<file path="config.mk">
export PLATFORM = sky130hd
export DESIGN_NAME = menu_overlay_top
export DESIGN_NICKNAME = d
export VERILOG_FILES = /design/src/source/overlay_pkg.sv /design/src/source/menu_overlay_top.sv /design/src/source/overlay_mixer.sv /design/src/source/banner_scroll_render.sv /design/src/source/menu_label_render.sv /design/src/source/glyph_rom_arbiter.sv /design/src/source/glyph_rom.sv /design/src/source/video_timing.sv
export VERILOG_INCLUDE_DIRS = /design/src /design/src/include
export SDC_FILE = /design/constraint.sdc
export NUM_CORES = 1
export LEC_CHECK = 0
export ABC_AREA = 1
export BUFFER_PORTS_ARGS = -buffer_cell sky130_fd_sc_hd__buf_2
export CAP_MARGIN = 20
export CORE_UTILIZATION = 57
export CTS_BUF_LIST = sky130_fd_sc_hd__clkbuf_16
export DETAILED_ROUTE_END_ITERATION = 10
export GPL_ROUTABILITY_DRIVEN = 1
export PLACE_DENSITY = 0.8
export SLEW_MARGIN = 20
export SYNTH_ARGS = -nofsm -noshare
export SYNTH_HDL_FRONTEND = slang
export SYNTH_SLANG_ARGS = --single-unit
</file>
<file path="constraint.sdc">
create_clock -name pix_clk -period 4.12 [get_ports pix_clk]
set_clock_uncertainty 0.2 [all_clocks]
set_input_delay 0.618 -clock pix_clk [delete_from_list [all_inputs] [get_ports pix_clk]]
set_output_delay 0.618 -clock pix_clk [all_outputs]
set_load 0.1 [all_outputs]
</file>
<file path="src/include/overlay_defs.svh">
`ifndef OVERLAY_DEFS_SVH
`define OVERLAY_DEFS_SVH

// Reduced test frame with short blanking on both axes.
`define H_ACT        160
`define H_TOTAL      180
`define V_ACT        60
`define V_TOTAL      64
`define HS_START     165
`define HS_LEN       5
`define VS_START     61
`define VS_LEN       2

`define BOX_W        40
`define BOX_H        12
`define BOX_Y0       20
`define BOX0_X       8
`define BOX1_X       60
`define BOX2_X       112

`define BANNER_Y0    44
`define BANNER_H     8
`define BANNER_ROW0  36    // Banner glyphs sit after the three label boxes.

`define ROM_ROWS     44

`define MENU_FG      16'hffff
`define BANNER_FG    16'hffe0
`define BG_COLOUR    16'h0010
`define BLANK_COLOUR 16'h0000

`endif
</file>
<file path="src/source/overlay_pkg.sv">
`default_nettype none

package overlay_pkg;

    // RGB565 pixel.
    typedef logic [15:0] pixel_t;

    // One glyph ROM row; column c is held in bit 39 - c.
    typedef logic [39:0] glyph_row_t;

    typedef logic [5:0] glyph_addr_t;

    typedef logic [7:0] pos_x_t;
    typedef logic [5:0] pos_y_t;

endpackage

`default_nettype wire

</file>
<file path="src/source/menu_overlay_top.sv">
`timescale 1ns/1ps
`default_nettype none

module menu_overlay_top
    import overlay_pkg::*;
(
    input  logic   pix_clk,
    input  logic   arst_n,
    output logic   de_out,
    output logic   hs_out,
    output logic   vs_out,
    output pixel_t rgb_out
);

    pos_x_t      act_x;
    pos_y_t      act_y;
    logic        de;
    logic        hs;
    logic        vs;
    logic        menu_req;
    logic        banner_req;
    logic        menu_gnt;
    logic        banner_gnt;
    glyph_addr_t menu_addr;
    glyph_addr_t banner_addr;
    glyph_addr_t rom_addr;
    glyph_row_t  rd_data;
    logic        menu_on;
    logic        banner_on;
    pixel_t      menu_pixel;
    pixel_t      banner_pixel;

    video_timing video_timing_inst (
        .pix_clk (pix_clk),
        .arst_n  (arst_n),
        .act_x   (act_x),
        .act_y   (act_y),
        .de      (de),
        .hs      (hs),
        .vs      (vs)
    );

    glyph_rom glyph_rom_inst (
        .pix_clk (pix_clk),
        .addr    (rom_addr),
        .rd_data (rd_data)
    );

    glyph_rom_arbiter glyph_rom_arbiter_inst (
        .pix_clk     (pix_clk),
        .arst_n      (arst_n),
        .menu_req    (menu_req),
        .menu_addr   (menu_addr),
        .banner_req  (banner_req),
        .banner_addr (banner_addr),
        .menu_gnt    (menu_gnt),
        .banner_gnt  (banner_gnt),
        .rom_addr    (rom_addr)
    );

    menu_label_render menu_label_render_inst (
        .pix_clk   (pix_clk),
        .arst_n    (arst_n),
        .act_x     (act_x),
        .act_y     (act_y),
        .de        (de),
        .menu_gnt  (menu_gnt),
        .rd_data   (rd_data),
        .menu_req  (menu_req),
        .menu_addr (menu_addr),
        .text_on   (menu_on),
        .pixel     (menu_pixel)
    );

    banner_scroll_render banner_scroll_render_inst (
        .pix_clk     (pix_clk),
        .arst_n      (arst_n),
        .act_x       (act_x),
        .act_y       (act_y),
        .de          (de),
        .vs          (vs),
        .banner_gnt  (banner_gnt),
        .rd_data     (rd_data),
        .banner_req  (banner_req),
        .banner_addr (banner_addr),
        .text_on     (banner_on),
        .pixel       (banner_pixel)
    );

    overlay_mixer overlay_mixer_inst (
        .pix_clk      (pix_clk),
        .arst_n       (arst_n),
        .de           (de),
        .hs           (hs),
        .vs           (vs),
        .menu_on      (menu_on),
        .menu_pixel   (menu_pixel),
        .banner_on    (banner_on),
        .banner_pixel (banner_pixel),
        .de_out       (de_out),
        .hs_out       (hs_out),
        .vs_out       (vs_out),
        .rgb_out      (rgb_out)
    );

endmodule

`default_nettype wire

</file>
<file path="src/source/overlay_mixer.sv">
`timescale 1ns/1ps
`default_nettype none
`include "overlay_defs.svh"

module overlay_mixer
    import overlay_pkg::*;
(
    input  logic   pix_clk,
    input  logic   arst_n,
    input  logic   de,
    input  logic   hs,
    input  logic   vs,
    input  logic   menu_on,
    input  pixel_t menu_pixel,
    input  logic   banner_on,
    input  pixel_t banner_pixel,
    output logic   de_out,
    output logic   hs_out,
    output logic   vs_out,
    output pixel_t rgb_out
);

    // Three stages, one per renderer pipeline stage.
    logic [2:0] de_sr;
    logic [2:0] hs_sr;
    logic [2:0] vs_sr;

    always_ff @(posedge pix_clk or negedge arst_n)
    begin
        if (!arst_n)
        begin
            de_sr <= '0;
            hs_sr <= '0;
            vs_sr <= '0;
        end
        else
        begin
            de_sr <= {de_sr[1:0], de};
            hs_sr <= {hs_sr[1:0], hs};
            vs_sr <= {vs_sr[1:0], vs};
        end
    end

    assign de_out = de_sr[2];
    assign hs_out = hs_sr[2];
    assign vs_out = vs_sr[2];

    always_comb
    begin
        if (!de_out)
            rgb_out = `BLANK_COLOUR;
        else if (menu_on)
            rgb_out = menu_pixel;
        else if (banner_on)
            rgb_out = banner_pixel;
        else
            rgb_out = `BG_COLOUR;
    end

    // Text coming out of the renderers must line up with the delayed data enable.
    text_in_active: assert property (@(posedge pix_clk) disable iff (!arst_n)
        (menu_on || banner_on) |-> de_out)
        else $error("renderer text arrived outside the active area");

endmodule

`default_nettype wire

</file>
<file path="src/source/banner_scroll_render.sv">
`timescale 1ns/1ps
`default_nettype none
`include "overlay_defs.svh"

module banner_scroll_render
    import overlay_pkg::*;
(
    input  logic        pix_clk,
    input  logic        arst_n,
    input  pos_x_t      act_x,
    input  pos_y_t      act_y,
    input  logic        de,
    input  logic        vs,
    input  logic        banner_gnt,
    input  glyph_row_t  rd_data,
    output logic        banner_req,
    output glyph_addr_t banner_addr,
    output logic        text_on,
    output pixel_t      pixel
);

    localparam int GLYPH_W = $bits(glyph_row_t);

    logic       vs_q;
    logic [5:0] offset;
    logic       in_band;
    logic [8:0] col_sum;
    logic [5:0] col_q;
    logic [5:0] col_q2;
    logic       gnt_q;
    logic       bit_on;

    assign in_band = de && (act_y >= `BANNER_Y0) && (act_y < `BANNER_Y0 + `BANNER_H);
    assign col_sum = {1'b0, act_x} + {3'b000, offset};
    assign bit_on  = rd_data[GLYPH_W - 1 - col_q2];

    always_ff @(posedge pix_clk or negedge arst_n)
    begin
        if (!arst_n)
        begin
            vs_q       <= 1'b0;
            offset     <= '0;
            banner_req <= 1'b0;
            gnt_q      <= 1'b0;
            text_on    <= 1'b0;
        end
        else
        begin
            vs_q <= vs;
            if (vs && !vs_q)
                offset <= (offset == 6'(GLYPH_W - 1)) ? 6'd0 : offset + 6'd1; // One column a frame.
            banner_req <= in_band;
            gnt_q      <= banner_gnt;
            text_on    <= gnt_q && bit_on;
        end
    end

    always_ff @(posedge pix_clk)
    begin
        banner_addr <= glyph_addr_t'(`BANNER_ROW0 + (act_y - `BANNER_Y0));
        col_q       <= 6'(col_sum % 9'(GLYPH_W));
        col_q2      <= col_q;
        pixel       <= bit_on ? `BANNER_FG : `BLANK_COLOUR;
    end

endmodule

`default_nettype wire

</file>
<file path="src/source/menu_label_render.sv">
`timescale 1ns/1ps
`default_nettype none
`include "overlay_defs.svh"

module menu_label_render
    import overlay_pkg::*;
(
    input  logic        pix_clk,
    input  logic        arst_n,
    input  pos_x_t      act_x,
    input  pos_y_t      act_y,
    input  logic        de,
    input  logic        menu_gnt,
    input  glyph_row_t  rd_data,
    output logic        menu_req,
    output glyph_addr_t menu_addr,
    output logic        text_on,
    output pixel_t      pixel
);

    localparam int GLYPH_MSB = $bits(glyph_row_t) - 1;

    logic       hit;
    logic [1:0] box_idx;
    pos_x_t     box_x;
    logic [5:0] col_q;
    logic [5:0] col_q2;
    logic       gnt_q;
    logic       bit_on;

    always_comb
    begin
        hit     = 1'b0;
        box_idx = 2'd0;
        box_x   = pos_x_t'(`BOX0_X);
        if (de && (act_y >= `BOX_Y0) && (act_y < `BOX_Y0 + `BOX_H))
        begin
            if ((act_x >= `BOX0_X) && (act_x < `BOX0_X + `BOX_W))
            begin
                hit = 1'b1;
            end
            else if ((act_x >= `BOX1_X) && (act_x < `BOX1_X + `BOX_W))
            begin
                hit     = 1'b1;
                box_idx = 2'd1;
                box_x   = pos_x_t'(`BOX1_X);
            end
            else if ((act_x >= `BOX2_X) && (act_x < `BOX2_X + `BOX_W))
            begin
                hit     = 1'b1;
                box_idx = 2'd2;
                box_x   = pos_x_t'(`BOX2_X);
            end
        end
    end

    assign bit_on = rd_data[GLYPH_MSB - col_q2];

    always_ff @(posedge pix_clk or negedge arst_n)
    begin
        if (!arst_n)
        begin
            menu_req <= 1'b0;
            gnt_q    <= 1'b0;
            text_on  <= 1'b0;
        end
        else
        begin
            menu_req <= hit;
            gnt_q    <= menu_gnt;          // Tells us the next ROM word is ours.
            text_on  <= gnt_q && bit_on;
        end
    end

    // Each box owns twelve consecutive ROM rows.
    always_ff @(posedge pix_clk)
    begin
        menu_addr <= glyph_addr_t'((act_y - `BOX_Y0) + box_idx * `BOX_H);
        col_q     <= 6'(act_x - box_x);
        col_q2    <= col_q;
        pixel     <= bit_on ? `MENU_FG : `BLANK_COLOUR;
    end

endmodule

`default_nettype wire

</file>
<file path="src/source/glyph_rom_arbiter.sv">
`timescale 1ns/1ps
`default_nettype none

module glyph_rom_arbiter
    import overlay_pkg::*;
(
    input  logic        pix_clk,
    input  logic        arst_n,
    input  logic        menu_req,
    input  glyph_addr_t menu_addr,
    input  logic        banner_req,
    input  glyph_addr_t banner_addr,
    output logic        menu_gnt,
    output logic        banner_gnt,
    output glyph_addr_t rom_addr
);

    // Fixed priority with the menu renderer first. Grants are given in the cycle of the request.
    assign menu_gnt   = menu_req;
    assign banner_gnt = banner_req && !menu_req;

    always_comb
    begin
        if (menu_req)
            rom_addr = menu_addr;
        else
            rom_addr = banner_addr;
    end

    // The label boxes and the banner band sit on different lines, so the
    // renderers should never ask for the ROM in the same cycle.
    no_rom_conflict: assert property (@(posedge pix_clk) disable iff (!arst_n)
        !(menu_req && banner_req))
        else $error("menu and banner renderers requested the glyph ROM together");

endmodule

`default_nettype wire

</file>
<file path="src/source/glyph_rom.sv">
`timescale 1ns/1ps
`default_nettype none
`include "overlay_defs.svh"

module glyph_rom
    import overlay_pkg::*;
(
    input  logic        pix_clk,
    input  glyph_addr_t addr,
    output glyph_row_t  rd_data
);

    localparam int GLYPH_MSB = $bits(glyph_row_t) - 1;

    glyph_row_t rom [0:`ROM_ROWS-1];

    // The stand-in font is a diagonal stripe pattern that shifts by three columns per row.
    initial
    begin
        for (int r = 0; r < `ROM_ROWS; r++)
        begin
            for (int c = 0; c <= GLYPH_MSB; c++)
            begin
                rom[r][GLYPH_MSB - c] = (((3 * r + c) % 7) < 3);
            end
        end
    end

    always_ff @(posedge pix_clk)
    begin
        rd_data <= rom[addr];
    end

endmodule

`default_nettype wire

</file>
<file path="src/source/video_timing.sv">
`timescale 1ns/1ps
`default_nettype none
`include "overlay_defs.svh"

module video_timing
    import overlay_pkg::*;
(
    input  logic   pix_clk,
    input  logic   arst_n,
    output pos_x_t act_x,
    output pos_y_t act_y,
    output logic   de,
    output logic   hs,
    output logic   vs
);

    pos_x_t h_cnt;
    pos_y_t v_cnt;
    logic   line_end;

    assign line_end = (h_cnt == pos_x_t'(`H_TOTAL - 1));

    always_ff @(posedge pix_clk or negedge arst_n)
    begin
        if (!arst_n)
        begin
            h_cnt <= '0;
            v_cnt <= '0;
        end
        else if (line_end)
        begin
            h_cnt <= '0;
            if (v_cnt == pos_y_t'(`V_TOTAL - 1))
                v_cnt <= '0;
            else
                v_cnt <= v_cnt + 6'd1;
        end
        else
        begin
            h_cnt <= h_cnt + 8'd1;
        end
    end

    // All five scan outputs come out of one register stage so they stay aligned.
    always_ff @(posedge pix_clk or negedge arst_n)
    begin
        if (!arst_n)
        begin
            act_x <= '0;
            act_y <= '0;
            de    <= 1'b0;
            hs    <= 1'b0;
            vs    <= 1'b0;
        end
        else
        begin
            act_x <= h_cnt;
            act_y <= v_cnt;
            de    <= (h_cnt < `H_ACT) && (v_cnt < `V_ACT);
            hs    <= (h_cnt >= `HS_START) && (h_cnt < `HS_START + `HS_LEN);
            vs    <= (v_cnt >= `VS_START) && (v_cnt < `VS_START + `VS_LEN); // Whole lines.
        end
    end

    act_x_in_line: assert property (@(posedge pix_clk) disable iff (!arst_n)
        act_x < `H_TOTAL)
        else $error("act_x ran past the end of the line");

endmodule

`default_nettype wire

</file>
# Yosys cells after proc, flatten, opt, wreduce, memory -nomap -nowiden
# Memories as Yosys holds them, arrays and structs flattened. A register that Yosys moved wholly into a read port is not among the register bits.
# Cells that the tools add are included.
# word_totals
reg_bits	121
latchBits	0
ramBits	0
mem_bits_ro	1760
wordCells	102
n_memories	1
# classes
n_addsub	11
n_mul	1
n_div	1
order_cmp	18
eq_ne	3
n_shift	0
mux	25
n_bitwise	0
reduce_logical	16
# mem_list
name	depth	width	rd	rd_ports_with_merged_regs	write_ports	line	text
glyph_rom_inst.rom	44	40	1	1	0	glyph_rom.sv:15	glyph_row_t rom [0:`ROM_ROWS-1];
# ops
operator	n
two-way mux 16 bit	5
< comparator 32 x 7 -> 1 bit (second input constant)	2
two-way mux 6 bit	7
< comparator 6 bit (second input constant)	4
< comparator 8 bit (second input constant)	3
logical AND 1 bit	14
subtractor 6 x 6 -> 7 bit (first input constant)	2
adder 6 x 1 -> 6 bit (second input constant)	2
binary-select mux 1 bit (select 6 bit)	2
equality test 6 bit (second input constant)	2
>= comparator 6 bit (second input constant)	2
adder 8 x 6 -> 9 bit	1
remainder unit 9 x 6 -> 9 bit (second input constant)	1
adder 8 x 1 -> 8 bit (second input constant)	1
equality test 8 bit (second input constant)	1
>= comparator 8 x 4 -> 1 bit (second input constant)	1
>= comparator 8 x 6 -> 1 bit (second input constant)	1
>= comparator 8 x 7 -> 1 bit (second input constant)	1
>= comparator 8 bit (second input constant)	1
< comparator 8 x 6 -> 1 bit (second input constant)	1
< comparator 8 x 7 -> 1 bit (second input constant)	1
two-way mux 2 bit	4
two-way mux 8 bit	1
adder 6 bit	1
8 further kinds	14

# Logic depth before layout (Yosys ltp)
# logic_depth
ltp_word	8
ltp_mapped	22
depth_no_buf	22

# Modules after synthesis
# Synthesis repeated with hierarchy kept, for this count alone.
# hier_totals
cells_unflattened	827
area_unflattened_um2	6331.1
# by_module_without_submodules
module	n_inst	cells_per_inst	area_each_um2	seq_area_each_um2
banner_scroll_render	1	265	1966.9	630.6
menu_label_render	1	203	1516.5	455.4
video_timing	1	125	1272.5	775.7
glyph_rom	1	145	860.8	140.1
overlay_mixer	1	66	623.1	225.2
glyph_rom_arbiter	1	23	91.3	0.0

# Worst setup path after synthesis
# Ideal clock, no wire load.
# synth_timing
kind	reg-to-output
start	reg overlay_mixer_inst.de_sr[2]
end	out rgb_out[10]
arrival_ns	4.518
path_slack_ns	-1.216
path_stages_with_launch	4
path_buffers	1
path_cell_list	dfrtp_1 > inv_1 > o31ai_1 > buf_4
# synth_via
elab_chain_len	1
# synth_lines
element	line	text
start, declared	overlay_mixer.sv:24	logic [2:0] de_sr;
start signal, assigned	overlay_mixer.sv:38	de_sr <= {de_sr[1:0], de};
two-way mux 16 bit	overlay_mixer.sv:50	if (!de_out)
end, declared	menu_overlay_top.sv:12	output pixel_t rgb_out
# Every way passes these cells.

# Worst setup path after layout
# layout_timing
start	reg video_timing_inst.act_x[3]
end	reg menu_label_render_inst.menu_addr[5]
# layout_via
elab_chain_len	8
# layout_lines
element	line	text
start, declared	video_timing.sv:10	output pos_x_t act_x,
start signal, assigned	video_timing.sv:57	act_x <= h_cnt;
>= comparator 8 x 7 -> 1 bit (no line) or < comparator 8 bit (tied branches)	n/a	
logical AND 1 bit	menu_label_render.sv:48	else if ((act_x >= `BOX2_X) && (act_x < `BOX2_X + `BOX_W))
two-way mux 2 bit	menu_label_render.sv:48	
two-way mux 2 bit	menu_label_render.sv:42	else if ((act_x >= `BOX1_X) && (act_x < `BOX1_X + `BOX_W))
two-way mux 2 bit *	menu_label_render.sv:38	if ((act_x >= `BOX0_X) && (act_x < `BOX0_X + `BOX_W))
two-way mux 2 bit *	menu_label_render.sv:36	if (de && (act_y >= `BOX_Y0) && (act_y < `BOX_Y0 + `BOX_H))
multiplier 2 x 2 -> 4 bit (no line) *	n/a	
adder 6 bit (no line) *	n/a	
end signal, assigned	menu_label_render.sv:78	menu_addr <= glyph_addr_t'((act_y - `BOX_Y0) + box_idx * `BOX_H);
end, declared	menu_label_render.sv:16	output glyph_addr_t menu_addr,
# Every way passes the cells marked *; elsewhere a longest branch is shown, timed or not.
# A chain may end at the register's enable or synchronous reset.

==> results.json <==
{
  "critical_path_class": "reg2reg",
  "crit_path_max_incr_delay_ns": 0.43,
  "die_x_um": 93.5,
  "cts.path.max_buffers": 2,
  "hpwl_um": 6280,
  "drtIter0Drc": 163,
  "sw_frac_of_total": 0.198,
  "dieArea_um2": 8750,
  "multiInputGateArea_um2": 2140,
  "finalHoldViolations": 0,
  "leakage_nw": 2.56,
  "cp.depth": 13,
  "hp-class": "in2async",
  "synthToLayoutAreaGrowth_pct": 8.36,
  "postSynthAreaPerCell_um2": 8.23,
  "overflow": 0,
  "dr.pass1.iters": 6,
  "combPwrFrac": 0.006,
  "grt_pass1_wl_um": 14300,
  "holdWs_ns": 0.118,
  "crit_chain": "inv_1 -> o31ai_1 -> nand3b_1 -> nor2_1 -> inv_1 -> ha_1 -> ha_1 -> inv_1 -> ha_1 -> inv_1 -> fa_1 -> xor2_1 -> xnor2_1",
  "max-slew-margin-rel": 0.399,
  "crit_required_ns": 4.14,
  "synth_area_um2": 4780,
  "setup_violations": 0,
  "p_switching_mw": 0.338,
  "power_frac_clock": 0.453,
  "r2r_end": "menu_label_render_inst.menu_addr[5]",
  "seq_area_um2": 2160,
  "track_usage": 0.206,
  "crit_fanout": 4,
  "rr_startpoint": "video_timing_inst.act_x[3]",
  "yosys.area.top_type": "dfrtp_1",
  "rrSetupSlack_ns": 1.08,
  "placed_cells": 683,
  "synth_area_leaders": "dfrtp_1 27%, dfxtp_1 18%, nand2_1 11%",
  "drc": 0,
  "p_seq_frac": 0.542,
  "routedWlPerCell_um": 11.7,
  "rr_worst_depth": 13,
  "clk_pin_slew_ns": 0.06,
  "crit_path_start_kind": "register",
  "max_freq_mhz": 328,
  "crit_buf_inv": 4,
  "maxCapViolCount": 0,
  "run_status": "finished clean",
  "peakVddDrop_mv": 0.223,
  "cts-resized-gates": 0,
  "worst_slew_pin_slew_ns": 0.876,
  "final_antenna_net_count": 0,
  "vias_per_cell": 5.21,
  "cts_buffers": 9,
  "finalNetCount": 621,
  "synth-seq-cells": 95,
  "fp-row-count": 33,
  "antenna_cells": 0,
  "endpoint": "menu_label_render_inst.menu_addr[5]",
  "holdBufCountCts": 0,
  "cts_tree": "built",
  "yosysSeqAreaShare": 0.453,
  "io_buffers": 20,
  "core-area_um2": 8180,
  "p_int_mw": 1.37,
  "nFillCells": 659,
  "slew_violations": 0,
  "worstSetupStartpoint": "video_timing_inst.act_x[3]",
  "synthCells": 580,
  "grt_pass1_vias": 3391,
  "ys_types": 38,
  "cts.sinks": 95,
  "ys.warnings.count": 0,
  "end_kind": "register",
  "cts_max_level": 3,
  "synth_fp_nets": 612,
  "synth_top_area_frac": 0.272,
  "crit_slowest_cell": "dfrtp_1",
  "arrival_ns": 3.06,
  "routed-via-count": 3642,
  "drt_wl_total_um": 8200,
  "cts-root-buf": "clkbuf_16",
  "drive_gt1_frac": 0.0960,
  "rsz0062_at_grt": "no",
  "gp_congestion": 0.867,
  "grt_max_degree": 53,
  "critPathTopFamily": "adder cells",
  "period_share": 0.739,
  "p_per_area_nw_per_um2": 330,
  "start_util": 0.584,
  "die_h_um": 93.5,
  "finalSetupTns_ns": 0,
  "total_power_mw": 1.71,
  "cts_setup_buffers": 0,
  "period_needed_ns": 3.04,
  "critPathMostFrequentCell": "inv_1",
  "clk_latency_ns": 0.33,
  "fin_cells": 699,
  "ios": 21,
  "antenna_found_initial": 0
}
[logic make-up after synthesis]
family,after synthesis,share of synthesized area
xor gates and xnor gates,17,0.0312
adders and majority gates,30,0.0833
DFF,95,0.453
muxes,4,0.00838
AOI/OAI and AO/OA,90,0.113
and+or+nand+nor,230,0.211
buffers and inverters,114,0.0998
[power groups by stage]
stage          Combinational (mW)  Clock, mW  Sequential [mW]
6_report                  0.00978      0.774            0.926
5_1_grt                    0.0121      0.832            0.925
4_1_cts                    0.0104      0.792            0.926
3_5_place_dp               0.0104          0            0.945
3_3_place_gp               0.0102          0            0.945
2_1_floorplan          0.00000136          0            0.945
[metrics by stage]
step           worst slack (ns)   util  area (um^2)
5_1_grt                   0.788  0.633         5170
4_1_cts                    1.05  0.633         5170
3_3_place_gp               1.21  0.597         4880
2_1_floorplan           -0.0501      -         4780
6_report                   1.08  0.633         5170
3_5_place_dp               1.07  0.597         4880
[area by class of cell]
cell class,instances,share of cell area
tap,105,0.0254
multi-input combinational,371,0.414
clock inverter,6,0.00798
clock buffer,10,0.0484
timing repair buffer,20,0.0198
inverter,92,0.0667
sequential,95,0.418
[layout by cell type, fill, tap and decap left out, types with 3 or more instances in the layout]
| cell | count |
|---|---|
| nand2_1 | 135 |
| inv_1 | 92 |
| dfrtp_1 | 52 |
| dfxtp_1 | 43 |
| o21ai_0 | 37 |
| nor2_1 | 29 |
| ha_1 | 27 |
| nand3_1 | 24 |
| buf_2 | 19 |
| a21oi_1 | 17 |
| nor3_1 | 12 |
| xor2_1 | 10 |
| nand2_2 | 10 |
| clkbuf_16 | 10 |
| o211ai_1 | 8 |
| xnor2_1 | 7 |
| a32oi_1 | 7 |
| nand4_1 | 5 |
| o21ai_1 | 5 |
| nand3_2 | 5 |
| mux2i_1 | 4 |
| a211oi_1 | 3 |
| fa_1 | 3 |
[registers in the layout (all words and copies together) (netlist names), 3 cells and up]
signal and count:
video_timing_inst.act_x 8, video_timing_inst.h_cnt 8, glyph_rom_inst.rd_data 7, banner_scroll_render_inst.banner_addr 6, banner_scroll_render_inst.col_q2 6, banner_scroll_render_inst.col_q 6, banner_scroll_render_inst.offset 6, menu_label_render_inst.col_q2 6
menu_label_render_inst.col_q 6, video_timing_inst.act_y 6, video_timing_inst.v_cnt 6, menu_label_render_inst.menu_addr 4, overlay_mixer_inst.de_sr 3, overlay_mixer_inst.hs_sr 3, overlay_mixer_inst.vs_sr 3
[worst min-delay path by stage]
stage               slack, ns                                   to  depth (start not counted)                               start
CTS                      0.13     menu_label_render_inst.col_q2[0]                          0     menu_label_render_inst.col_q[0]
floorplan                0.11  banner_scroll_render_inst.col_q2[0]                          0  banner_scroll_render_inst.col_q[0]
detailed placement       0.11     menu_label_render_inst.col_q2[0]                          0     menu_label_render_inst.col_q[0]
global placement         0.11  banner_scroll_render_inst.col_q2[4]                          0  banner_scroll_render_inst.col_q[4]
finish                   0.12           video_timing_inst.v_cnt[0]                          1                              arst_n
global route             0.13     menu_label_render_inst.col_q2[5]                          0     menu_label_render_inst.col_q[5]
[synthesized netlist by cell type]
master / count
clkbuf_1: 9
o31ai_1: 3
nand3b_1: 2
nor3b_1: 1
or2_2: 2
o32ai_1: 1
dfxtp_1: 43
a31oi_1: 2
a32oi_1: 7
nand2_2: 10
nand4_1: 5
nor2_2: 2
mux2i_1: 4
nor2_1: 29
nor4b_1: 1
o21bai_1: 2
nor3_1: 12
a21boi_1: 1
xnor2_1: 7
ha_1: 27
o21ai_0: 37
fa_1: 3
and2_1: 1
a21oi_1: 17
xor2_1: 10
o21ai_1: 5
nand3_1: 24
a21oi_2: 2
a32o_1: 1
o221ai_1: 1
buf_4: 13
dfrtp_1: 52
o211ai_1: 8
nand3_2: 5
inv_1: 92
nand2_1: 135
nor4_1: 1
a211oi_1: 3
[per-layer routing]
metal,routed length [um],global-route usage,part of all wire
met5,0,0,0
met3,292,0.0341,0.036
met4,55,0.0641,0.0067
met2,4120,0.371,0.50
met1,3730,0.251,0.46
No activity file was read; power rests on OpenSTA's default activity.
